File: config.mk
export PLATFORM = sky130hd
export DESIGN_NAME = priv_unit
export DESIGN_NICKNAME = d
export VERILOG_FILES = /design/src/logic/priv_pkg.sv /design/src/logic/csr_int_ctrl.sv /design/src/logic/csr_regfile.sv /design/src/logic/csr_timer.sv /design/src/logic/priv_unit.sv
export VERILOG_INCLUDE_DIRS = /design/src /design/src/include
export SDC_FILE = /design/constraint.sdc
export NUM_CORES = 1
export LEC_CHECK = 0
export ABC_AREA = 1
export BUFFER_PORTS_ARGS = -buffer_cell sky130_fd_sc_hd__buf_4
export CELL_PAD_IN_SITES_DETAIL_PLACEMENT = 1
export CELL_PAD_IN_SITES_GLOBAL_PLACEMENT = 1
export CORE_AREA = 2 2 297 226
export DETAILED_ROUTE_END_ITERATION = 12
export DIE_AREA = 0 0 299 228
export PLACE_DENSITY_LB_ADDON = 0.12
export SLEW_MARGIN = 20
export SYNTH_ARGS = -nofsm -noshare
export SYNTH_HDL_FRONTEND = slang
export SYNTH_SLANG_ARGS = --single-unit
File: constraint.sdc
create_clock -name clk -period 2.6 [get_ports clk]
set_input_delay 0.13 -clock clk [delete_from_list [all_inputs] [get_ports clk]]
set_output_delay 0.13 -clock clk [all_outputs]
set_load 0.01 [all_outputs]
File: src/include/csr_fields.svh
`ifndef CSR_FIELDS_SVH
`define CSR_FIELDS_SVH

// CRMD
`define CSR_CRMD_PLV        1:0
`define CSR_CRMD_IE         2
`define CSR_CRMD_DA         3

// PRMD
`define CSR_PRMD_PPLV       1:0
`define CSR_PRMD_PIE        2

// ECFG
`define CSR_ECFG_LIE        12:0

// ESTAT
`define CSR_ESTAT_IS        12:0
`define CSR_ESTAT_IS10      1:0
`define CSR_ESTAT_ECODE     21:16
`define CSR_ESTAT_ESUBCODE  30:22

// EENTRY, low 6 bits read zero
`define CSR_EENTRY_VA       31:6

// TCFG
`define CSR_TCFG_EN         0
`define CSR_TCFG_PERIOD     1
`define CSR_TCFG_INITV      31:2

// TICLR
`define CSR_TICLR_CLR       0

`endif

File: src/logic/priv_pkg.sv
package priv_pkg;

    // CSR numbers
    localparam logic [13:0] CSR_CRMD   = 14'h000;
    localparam logic [13:0] CSR_PRMD   = 14'h001;
    localparam logic [13:0] CSR_ECFG   = 14'h004;
    localparam logic [13:0] CSR_ESTAT  = 14'h005;
    localparam logic [13:0] CSR_ERA    = 14'h006;
    localparam logic [13:0] CSR_BADV   = 14'h007;
    localparam logic [13:0] CSR_EENTRY = 14'h00c;
    // SAVE1 and up follow at consecutive numbers
    localparam logic [13:0] CSR_SAVE0  = 14'h030;
    localparam logic [13:0] CSR_TID    = 14'h040;
    localparam logic [13:0] CSR_TCFG   = 14'h041;
    localparam logic [13:0] CSR_TVAL   = 14'h042;
    localparam logic [13:0] CSR_TICLR  = 14'h044;

    // Exception codes
    localparam logic [5:0] ECODE_INT     = 6'h00;
    localparam logic [5:0] ECODE_ADE     = 6'h08;
    localparam logic [5:0] ECODE_ALE     = 6'h09;
    localparam logic [5:0] ECODE_SYS     = 6'h0b;
    localparam logic [8:0] ESUBCODE_ADEF = 9'h000;

    // One CSR access from the core
    typedef struct packed {
        logic [13:0] num;
        logic        we;
        logic [31:0] wmask;
        logic [31:0] wvalue;
    } csr_access_t;

    // Exception or ertn at write-back
    typedef struct packed {
        logic        ex;
        logic        ertn;
        logic [5:0]  ecode;
        logic [8:0]  esubcode;
        logic [31:0] pc;
        logic [31:0] vaddr;
    } wb_exc_t;

    // 1:0 software, 9:2 hardware, 11 timer, 12 IPI
    typedef logic [12:0] int_vec_t;

    // Masked write: value where mask is set, old bits elsewhere
    function automatic logic [31:0] csr_merge(
        input logic [31:0] old_val,
        input logic [31:0] wvalue,
        input logic [31:0] wmask
    );
        return (wmask & wvalue) | (~wmask & old_val);
    endfunction

endpackage

File: src/logic/csr_int_ctrl.sv
`timescale 1ns/1ps
`include "csr_fields.svh"

module csr_int_ctrl (
    input  logic                  clk,
    input  logic                  resetn,
    input  priv_pkg::csr_access_t csr_acc,
    input  priv_pkg::wb_exc_t     wb,
    input  logic                  crmd_ie,
    input  logic [7:0]            hw_int,
    input  logic                  ipi_int,
    input  logic                  timer_fire,
    output logic [31:0]           int_rdata,
    output logic                  has_int
);
    import priv_pkg::*;

    int_vec_t    estat_is;
    int_vec_t    ecfg_lie;
    logic [5:0]  estat_ecode;
    logic [8:0]  estat_esubcode;
    logic [31:0] estat_word;
    logic [31:0] ecfg_word;
    logic [31:0] estat_next;
    logic [31:0] ecfg_next;
    logic        ticlr_clr;

    always_comb begin
        estat_word = '0;
        estat_word[`CSR_ESTAT_IS] = estat_is;
        estat_word[`CSR_ESTAT_ECODE] = estat_ecode;
        estat_word[`CSR_ESTAT_ESUBCODE] = estat_esubcode;
        ecfg_word = '0;
        ecfg_word[`CSR_ECFG_LIE] = ecfg_lie;
    end

    assign estat_next = csr_merge(estat_word, csr_acc.wvalue, csr_acc.wmask);
    assign ecfg_next  = csr_merge(ecfg_word, csr_acc.wvalue, csr_acc.wmask);
    assign ticlr_clr  = csr_acc.we && csr_acc.num == CSR_TICLR
                        && csr_acc.wmask[`CSR_TICLR_CLR] && csr_acc.wvalue[`CSR_TICLR_CLR];

    // Hardware and IPI lines resampled every cycle, timer bit held until cleared
    always_ff @(posedge clk) begin
        if (!resetn) begin
            estat_is <= '0;
        end else begin
            if (csr_acc.we && csr_acc.num == CSR_ESTAT) begin
                estat_is[1:0] <= estat_next[`CSR_ESTAT_IS10];
            end
            estat_is[9:2] <= hw_int;
            estat_is[10]  <= 1'b0;
            if (timer_fire) begin
                estat_is[11] <= 1'b1;
            end else if (ticlr_clr) begin
                estat_is[11] <= 1'b0;
            end
            estat_is[12] <= ipi_int;
        end
    end

    always_ff @(posedge clk) begin
        if (wb.ex) begin
            estat_ecode    <= wb.ecode;
            estat_esubcode <= wb.esubcode;
        end
    end

    always_ff @(posedge clk) begin
        if (!resetn) begin
            ecfg_lie <= '0;
        end else if (csr_acc.we && csr_acc.num == CSR_ECFG) begin
            ecfg_lie <= ecfg_next[`CSR_ECFG_LIE];
        end
    end

    // TICLR reads zero through the default
    always_comb begin
        case (csr_acc.num)
            CSR_ESTAT: int_rdata = estat_word;
            CSR_ECFG:  int_rdata = ecfg_word;
            default:   int_rdata = '0;
        endcase
    end

    assign has_int = |(estat_is & ecfg_lie) && crmd_ie;

endmodule

File: src/logic/csr_regfile.sv
`timescale 1ns/1ps
`include "csr_fields.svh"

module csr_regfile #(
    parameter int SAVE_REGS = 4
) (
    input  logic                  clk,
    input  logic                  resetn,
    input  priv_pkg::csr_access_t csr_acc,
    input  priv_pkg::wb_exc_t     wb,
    input  logic [31:0]           coreid,
    input  logic [31:0]           timer_rdata,
    input  logic [31:0]           int_rdata,
    output logic                  crmd_ie,
    output logic [31:0]           csr_rvalue,
    output logic [31:0]           ex_entry,
    output logic [31:0]           era_pc
);
    import priv_pkg::*;

    logic [1:0]           crmd_plv;
    logic [1:0]           prmd_pplv;
    logic                 prmd_pie;
    logic [31:0]          era_q;
    logic [25:0]          eentry_va;
    logic [31:0]          save_q [SAVE_REGS];
    logic [SAVE_REGS-1:0] save_sel;
    logic [31:0]          badv_q;
    logic [31:0]          tid_q;

    logic [31:0] crmd_word;
    logic [31:0] prmd_word;
    logic [31:0] eentry_word;
    logic [31:0] crmd_next;
    logic [31:0] prmd_next;
    logic [31:0] eentry_next;
    logic        crmd_we;
    logic        prmd_we;
    logic        era_we;
    logic        eentry_we;
    logic        badv_we;
    logic        tid_we;
    logic        addr_err;
    logic [31:0] save_rdata;
    logic [31:0] local_rdata;

    assign crmd_we   = csr_acc.we && csr_acc.num == CSR_CRMD;
    assign prmd_we   = csr_acc.we && csr_acc.num == CSR_PRMD;
    assign era_we    = csr_acc.we && csr_acc.num == CSR_ERA;
    assign eentry_we = csr_acc.we && csr_acc.num == CSR_EENTRY;
    assign badv_we   = csr_acc.we && csr_acc.num == CSR_BADV;
    assign tid_we    = csr_acc.we && csr_acc.num == CSR_TID;

    // Direct address mode only, PG and DAT fields stay zero
    always_comb begin
        crmd_word = '0;
        crmd_word[`CSR_CRMD_DA] = 1'b1;
        crmd_word[`CSR_CRMD_IE] = crmd_ie;
        crmd_word[`CSR_CRMD_PLV] = crmd_plv;
    end

    always_comb begin
        prmd_word = '0;
        prmd_word[`CSR_PRMD_PIE] = prmd_pie;
        prmd_word[`CSR_PRMD_PPLV] = prmd_pplv;
    end

    assign eentry_word = {eentry_va, 6'b0};

    assign crmd_next   = csr_merge(crmd_word, csr_acc.wvalue, csr_acc.wmask);
    assign prmd_next   = csr_merge(prmd_word, csr_acc.wvalue, csr_acc.wmask);
    assign eentry_next = csr_merge(eentry_word, csr_acc.wvalue, csr_acc.wmask);

    always_ff @(posedge clk) begin
        if (!resetn) begin
            crmd_plv <= 2'b0;
            crmd_ie  <= 1'b0;
        end else if (wb.ex) begin
            crmd_plv <= 2'b0;
            crmd_ie  <= 1'b0;
        end else if (wb.ertn) begin
            crmd_plv <= prmd_pplv;
            crmd_ie  <= prmd_pie;
        end else if (crmd_we) begin
            crmd_plv <= crmd_next[`CSR_CRMD_PLV];
            crmd_ie  <= crmd_next[`CSR_CRMD_IE];
        end
    end

    // Previous mode saved on exception entry
    always_ff @(posedge clk) begin
        if (wb.ex) begin
            prmd_pplv <= crmd_plv;
            prmd_pie  <= crmd_ie;
        end else if (prmd_we) begin
            prmd_pplv <= prmd_next[`CSR_PRMD_PPLV];
            prmd_pie  <= prmd_next[`CSR_PRMD_PIE];
        end
    end

    always_ff @(posedge clk) begin
        if (wb.ex) begin
            era_q <= wb.pc;
        end else if (era_we) begin
            era_q <= csr_merge(era_q, csr_acc.wvalue, csr_acc.wmask);
        end
    end

    always_ff @(posedge clk) begin
        if (eentry_we) begin
            eentry_va <= eentry_next[`CSR_EENTRY_VA];
        end
    end

    // Fetch errors report the PC, other address errors the data address
    assign addr_err = wb.ecode == ECODE_ADE || wb.ecode == ECODE_ALE;

    always_ff @(posedge clk) begin
        if (wb.ex && addr_err) begin
            if (wb.ecode == ECODE_ADE && wb.esubcode == ESUBCODE_ADEF) begin
                badv_q <= wb.pc;
            end else begin
                badv_q <= wb.vaddr;
            end
        end else if (badv_we) begin
            badv_q <= csr_merge(badv_q, csr_acc.wvalue, csr_acc.wmask);
        end
    end

    always_ff @(posedge clk) begin
        if (!resetn) begin
            tid_q <= coreid;
        end else if (tid_we) begin
            tid_q <= csr_merge(tid_q, csr_acc.wvalue, csr_acc.wmask);
        end
    end

    for (genvar i = 0; i < SAVE_REGS; i++) begin : g_save
        assign save_sel[i] = csr_acc.num == 14'(CSR_SAVE0 + i);

        always_ff @(posedge clk) begin
            if (csr_acc.we && save_sel[i]) begin
                save_q[i] <= csr_merge(save_q[i], csr_acc.wvalue, csr_acc.wmask);
            end
        end
    end

    always_comb begin
        save_rdata = '0;
        for (int i = 0; i < SAVE_REGS; i++) begin
            if (save_sel[i]) begin
                save_rdata = save_q[i];
            end
        end
    end

    always_comb begin
        case (csr_acc.num)
            CSR_CRMD:   local_rdata = crmd_word;
            CSR_PRMD:   local_rdata = prmd_word;
            CSR_ERA:    local_rdata = era_q;
            CSR_EENTRY: local_rdata = eentry_word;
            CSR_BADV:   local_rdata = badv_q;
            CSR_TID:    local_rdata = tid_q;
            default:    local_rdata = save_rdata;
        endcase
    end

    // Timer and interrupt words are zero outside their own numbers
    assign csr_rvalue = local_rdata | timer_rdata | int_rdata;
    assign ex_entry   = eentry_word;
    assign era_pc     = era_q;

endmodule

File: src/logic/csr_timer.sv
`timescale 1ns/1ps
`include "csr_fields.svh"

module csr_timer (
    input  logic                  clk,
    input  logic                  resetn,
    input  priv_pkg::csr_access_t csr_acc,
    output logic [31:0]           timer_rdata,
    output logic                  timer_fire
);
    import priv_pkg::*;

    logic        tcfg_en;
    logic        tcfg_periodic;
    logic [29:0] tcfg_initv;
    logic [31:0] timer_cnt;
    logic [31:0] tcfg_word;
    logic [31:0] tcfg_next;
    logic        tcfg_we;

    assign tcfg_we = csr_acc.we && csr_acc.num == CSR_TCFG;

    always_comb begin
        tcfg_word = '0;
        tcfg_word[`CSR_TCFG_EN] = tcfg_en;
        tcfg_word[`CSR_TCFG_PERIOD] = tcfg_periodic;
        tcfg_word[`CSR_TCFG_INITV] = tcfg_initv;
    end

    // Merged value lets an enabling write start with its own INITV
    assign tcfg_next = csr_merge(tcfg_word, csr_acc.wvalue, csr_acc.wmask);

    always_ff @(posedge clk) begin
        if (!resetn) begin
            tcfg_en <= 1'b0;
        end else if (tcfg_we) begin
            tcfg_en <= tcfg_next[`CSR_TCFG_EN];
        end
    end

    always_ff @(posedge clk) begin
        if (tcfg_we) begin
            tcfg_periodic <= tcfg_next[`CSR_TCFG_PERIOD];
            tcfg_initv    <= tcfg_next[`CSR_TCFG_INITV];
        end
    end

    // All ones marks a stopped one-shot count
    always_ff @(posedge clk) begin
        if (!resetn) begin
            timer_cnt <= '1;
        end else if (tcfg_we && tcfg_next[`CSR_TCFG_EN]) begin
            timer_cnt <= {tcfg_next[`CSR_TCFG_INITV], 2'b0};
        end else if (tcfg_en && timer_cnt != '1) begin
            if (timer_cnt == '0 && tcfg_periodic) begin
                timer_cnt <= {tcfg_initv, 2'b0};
            end else begin
                timer_cnt <= timer_cnt - 32'd1;
            end
        end
    end

    assign timer_fire = tcfg_en && timer_cnt == '0;

    always_comb begin
        case (csr_acc.num)
            CSR_TCFG: timer_rdata = tcfg_word;
            CSR_TVAL: timer_rdata = timer_cnt;
            default:  timer_rdata = '0;
        endcase
    end

endmodule

File: src/logic/priv_unit.sv
`timescale 1ns/1ps

module priv_unit #(
    parameter int SAVE_REGS = 4
) (
    input  logic                  clk,
    input  logic                  resetn,
    input  priv_pkg::csr_access_t csr_acc,
    input  priv_pkg::wb_exc_t     wb,
    input  logic [7:0]            hw_int,
    input  logic                  ipi_int,
    input  logic [31:0]           coreid,
    output logic [31:0]           csr_rvalue,
    output logic [31:0]           ex_entry,
    output logic [31:0]           era_pc,
    output logic                  has_int
);

    logic [31:0] timer_rdata;
    logic [31:0] int_rdata;
    logic        timer_fire;
    logic        crmd_ie;

    csr_regfile #(
        .SAVE_REGS (SAVE_REGS)
    ) i_regfile (
        .clk         (clk),
        .resetn      (resetn),
        .csr_acc     (csr_acc),
        .wb          (wb),
        .coreid      (coreid),
        .timer_rdata (timer_rdata),
        .int_rdata   (int_rdata),
        .crmd_ie     (crmd_ie),
        .csr_rvalue  (csr_rvalue),
        .ex_entry    (ex_entry),
        .era_pc      (era_pc)
    );

    csr_timer i_timer (
        .clk         (clk),
        .resetn      (resetn),
        .csr_acc     (csr_acc),
        .timer_rdata (timer_rdata),
        .timer_fire  (timer_fire)
    );

    csr_int_ctrl i_int_ctrl (
        .clk        (clk),
        .resetn     (resetn),
        .csr_acc    (csr_acc),
        .wb         (wb),
        .crmd_ie    (crmd_ie),
        .hw_int     (hw_int),
        .ipi_int    (ipi_int),
        .timer_fire (timer_fire),
        .int_rdata  (int_rdata),
        .has_int    (has_int)
    );

endmodule

# Word level (Yosys, flattened, before mapping)
# Memories as Yosys holds them, arrays and structs flattened.
# Cells that the tools add are included.
# W data, S select, Z words.
dict set report totals {
  ff_bits 232
  ramBits 128
  in_bits 203
  mem_count 1
}
dict set report op_classes {
  addsub 1
  n_eq_ne 18
  muxes 44
  bitwise_logic 32
  n_reduce_logical 38
}
# name depth word_bits read_ports rd_clocked_by_memory_dff wr line
set memory_table {}
lappend memory_table {i_regfile.save_q 4 32 4 0 1 csr_regfile.sv:26} ;# logic [31:0] save_q [SAVE_REGS];
# op n
set op_table {}
lappend op_table {{$mux W32} 17}
lappend op_table {{$or A32 B32 Y32} 11}
lappend op_table {{$and A32 B32 Y32} 10}
lappend op_table {{$pmux W32 S6} 1}
lappend op_table {{$reduce_or A32 Y1} 3}
lappend op_table {{$pmux W32 S2} 1}
lappend op_table {{$pmux W31 S2} 1}
lappend op_table {{$eq A14 B3 Y1 const B} 4}
lappend op_table {{$eq A14 B6 Y1 const B} 4}
lappend op_table {{$eq A14 B7 Y1 const B} 4}
lappend op_table {{$logic_not A32 Y1} 1}
lappend op_table {{$ne A32 B32 Y1 const B} 1}
lappend op_table {{$not A32 Y32} 1}
lappend op_table {{$sub A32 B1 Y32 const B} 1}
lappend op_table {{$and A13 B13 Y13} 2}
lappend op_table {{$logic_and A1 B1 Y1} 23}
lappend op_table {{$mux W1} 17}
lappend op_table {{$eq A14 B1 Y1 const B} 1}
lappend op_table {{$eq A14 B4 Y1 const B} 1}
lappend op_table {{$logic_not A14 Y1} 1}
lappend op_table {{$mux W2} 7}
lappend op_table {{$or A13 B13 Y13} 1}
lappend op_table {{$reduce_or A13 Y1} 1}
lappend op_table {{$eq A6 B4 Y1 const B} 2}
lappend op_table {{other kinds (10)} 17}

# Logic depth before layout (Yosys ltp)
dict set report logic_depth {
  ltp_word 8
  depth_mapped 13
  mapped_depth_nobuf 12
}

# Cells and area by module
# From an unflattened synthesis, not the netlist that was laid out.
dict set report hier_totals {
  hier_cells 2710
  area_unflattened_um2 20815.0
}
# module n_inst cells_per_inst area_each_um2 seq_area_each_um2
set modules_own_cells {}
lappend modules_own_cells {csr_regfile 1 1706 14108.5 7657.3}
lappend modules_own_cells {csr_timer 1 743 4760.8 1591.5}
lappend modules_own_cells {csr_int_ctrl 1 261 1945.6 950.9}

# Worst setup path before layout
# Ideal clock, no wire load.
dict set report synth_path {
  kind {input to register}
  startpoint {in csr_acc[65] in the netlist's numbering}
  endpoint {reg i_timer.tcfg_initv[0], enable pin}
  setup_ns 0.399
  arrival_time_ns 1.662
  t_required_ns 2.201
  setup_slack_ns 0.539
  cell_stages 7
  n_path_buf 1
  path_cell_list {buf_4 -> inv_2 -> nor2_4 -> inv_2 -> nor2_2 -> nand3_4 -> nor2_2}
}
dict set report synth_via {
  elab_chain_cells 2
}
# item line
set synth_lines {}
lappend synth_lines {{start, declared} priv_unit.sv:8} ;# input priv_pkg::csr_access_t csr_acc,
lappend synth_lines {{$eq A14 B7 Y1} csr_timer.sv:21} ;# assign tcfg_we = csr_acc.we && csr_acc.num == CSR_TCFG;
lappend synth_lines {{$logic_and A1 B1 Y1} csr_timer.sv:21}
lappend synth_lines {{via i_timer.tcfg_we} csr_timer.sv:19} ;# logic tcfg_we;
lappend synth_lines {{end signal, assigned} csr_timer.sv:44} ;# tcfg_initv <= tcfg_next[`CSR_TCFG_INITV];
lappend synth_lines {{end, declared} csr_timer.sv:15} ;# logic [29:0] tcfg_initv;
# The timed path passes the listed nets, and every way through them passes these cells.
# A chain may end at the register's enable or synchronous reset.

==> results.yml <==
placement:
  gp_congestion: 0.908
  post-dp-hpwl_mm: 61.7
  io_buffers: 293
  placed_area_um2: 22900
  dp_cells: 3554
synthesis:
  yosys.cell_count.top_type: "nand2_1"
  netlist.top_cell.by_area: "edfxtp_1"
  async_flop_share: 0
  synth_edf_count: 299
  ys.flop_type: "edfxtp_1"
  synth-seq-cells: 360
  synth_top_area_frac: 0.463
  synth_cell_types: 38
  ys_warn_count: 0
  synth_common_cells: "nand2_1 (712), nor2_1 (334), edfxtp_1 (299), inv_1 (203), o21ai_0 (187)"
  synth_area_leaders: "edfxtp_1 (46%), nand2_1 (14%), nor2_1 (6.5%)"
  avgSynthCellArea_um2: 8.02
  syn-cell-area_um2: 19400
  synth_seq_area_share: 0.526
  syn_inst: 2421
die:
  die_h_um: 228
  io_pins: 300
  core-area_um2: 65700
  start_util: 0.296
  fp-row-count: 82
  fp.dieArea_um2: 68200
  die_x_um: 299
detailed_routing:
  wl_mm: 85.4
  drcViolationCount: 0
  vias: 19400
  wl_per_cell_um: 22.4
  ant_nets: 0
  drtPass1Iterations: 5
  vias_per_cell: 5.07
  drt_iter0_drc: 1508
power_and_ir_drop:
  power_frac_seq: 0.478
  switching_power_uw: 3200
  total_power_uw: 13500
  cellPowerDensity_nw_per_um2: 516
  p_leak_uw: 0.0107
  p_sw_frac: 0.237
  power_frac_comb: 0.088
  peakVddDrop_mv: 0.342
  p_int_uw: 10300
  pwr-share-clk: 0.434
timing:
  max_freq_mhz: 394
  max_slew_margin: 0.552
  fin_crit_sh: 0.975
  drv_slew: 0
  fin_worst_skew_ps: 30.7
  hold_viol: 0
  setup_violations: 0
  setup_tns_ps: 0
  worstMarginPinSlew_ps: 672
  post-route-min-period_ps: 2540
grt:
  overflow: 0
  track_usage: 0.247
  grt_max_degree: 65
  first_global_vias: 20200
  grt_pass1_wl_mm: 127
  antenna_found_initial: 0
critical_path:
  critPathMaxFanout: 34
  r2r_cells: 12
  crit_path_end_kind: "register"
  required_ps: 2900
  worstSetupPathType: "in2reg"
  r2r-end: "i_timer.timer_cnt[13]$_SDFFE_PN1P_"
  arrival_ps: 2840
  rrSetupSlack_ps: 380
  setup.worst_path.start_class: "primary input"
  reg2reg_from: "i_timer.timer_cnt[0]$_SDFFE_PN1P_"
layout:
  final_cell_area_um2: 26200
  fin_cells: 3819
  area_delta_synth_final_pct: 34.9
  drive_above_1_share: 0.165
  fillCellCount: 7822
  diodes: 0
  fin_util: 0.399
  final_nets: 3110
worst_hold_path:
  hold_class: "in2reg"
  hold_path_depth: 3
  min_to: "i_timer.tcfg_initv[20]$_DFFE_PP_"
  worstHoldStart: "csr_acc[54]"
clock_network:
  clkTransAtPathRegs_ps: 60
  cts_buffers: 42
  h-tree-depth: 2
  clock_latency_ps: 580
  clock_path_buffers: 3
  numClockSinks: 360
  cts_tree: "done"
  root_buffer: "clkbuf_16"
outcome:
  status: "finished clean"
job:
  drv_cap: 0
[worst max-delay path, cell delays in order]
cell	delay, ps
dlygate4sd3_1	560
buf_4	150
or2_1	280
nor2_2	130
nand2_2	120
nor3_4	240
buf_12	150
buf_12	220
nand2_1	80
o211ai_1	100
o21ai_1	100
dlygate4sd3_1	570
[cells by family (layout without fill, tap and decap cells)]
| family | Yosys count | after routing | synth area share |
|---|---|---|---|
| buffers and inverters | 355 | 866 | 0.0747 |
| adders and majority gates | 2 | 2 | 0.00129 |
| and+or+nand+nor | 1298 | 1298 | 0.279 |
| DFF | 360 | 360 | 0.526 |
| xor gates and xnor gates | 16 | 16 | 0.00722 |
| other | 1 | 6 | 0.000193 |
| AOI/OAI and AO/OA | 389 | 389 | 0.112 |
[worst max path at each step]
stage,startpoint,to,slack (ps),cells after the start
final,wb[78],register,60,12
after CTS,csr_acc[64],register,10,9
after detailed placement,csr_acc[70],csr_rvalue[3],200,12
after global routing,wb[78],register,-30,12
after floorplan,csr_acc[65],i_timer.tcfg_initv[0]$_DFFE_PP_,540,7
after global placement,csr_acc[72],csr_rvalue[3],220,12
[layer usage]
| layer | global-route usage | vias up | share of wire |
|---|---|---|---|
| met2 | 0.400 | 559 | 0.46 |
| met5 | 0 | - | 0 |
| met3 | 0.0349 | 116 | 0.056 |
| met1 | 0.347 | 9667 | 0.46 |
| met4 | 0.0622 | 0 | 0.022 |
| li1 | - | 9038 | - |
[layout by cell type, fill, tap and decap left out, drive strengths merged, types with 19 or more instances in the layout]
cell type / count
buf: 379
edfxtp: 299
nand4: 60
nor2: 350
clkbuf: 62
o21ai: 203
nand2: 713
inv: 215
clkinv: 19
a21oi: 98
dfxtp: 61
dlygate4sd3: 188
nand3: 156
o211ai: 79
[cell type report]
type | instances | area, um2 | share of cell area
Multi-Input combinational cell | 1711 | 7810 | 0.299
Timing Repair Buffer | 567 | 4900 | 0.187
Clock inverter | 14 | 119 | 0.00454
Inverter | 223 | 842 | 0.0322
Tap cell | 882 | 1100 | 0.0422
Sequential cell | 360 | 10200 | 0.390
Clock buffer | 62 | 1200 | 0.0458
[through the flow]
stage | hold slack, ps | setup WS, ps
final | 6.77 | 64.5
after global routing | 13.0 | -26.3
after CTS | 0.548 | 14.9
after detailed placement | 324 | 199
after global placement | 323 | 220
after floorplan | 228 | 539
[power groups by stage]
stage          combinational (uW)  sequential, uW  clock [uW]
2_1_floorplan                 322            6580           0
3_3_place_gp                  938            6580           0
3_5_place_dp                  956            6580           0
4_1_cts                      1190            6460        5980
5_1_grt                      1290            6470        6180
6_report                     1190            6460        5870
[repair_timing]
action / 4_1_cts / 5_1_grt
gates resized for setup: 0 / 4
buffers inserted: 0 / 1
endpoints found under the hold margin: 311 / 0
endpoints found under the setup margin: 0 / 4
hold buffers: 188 / 0
Note: power is estimated with default switching activity, not from simulation.
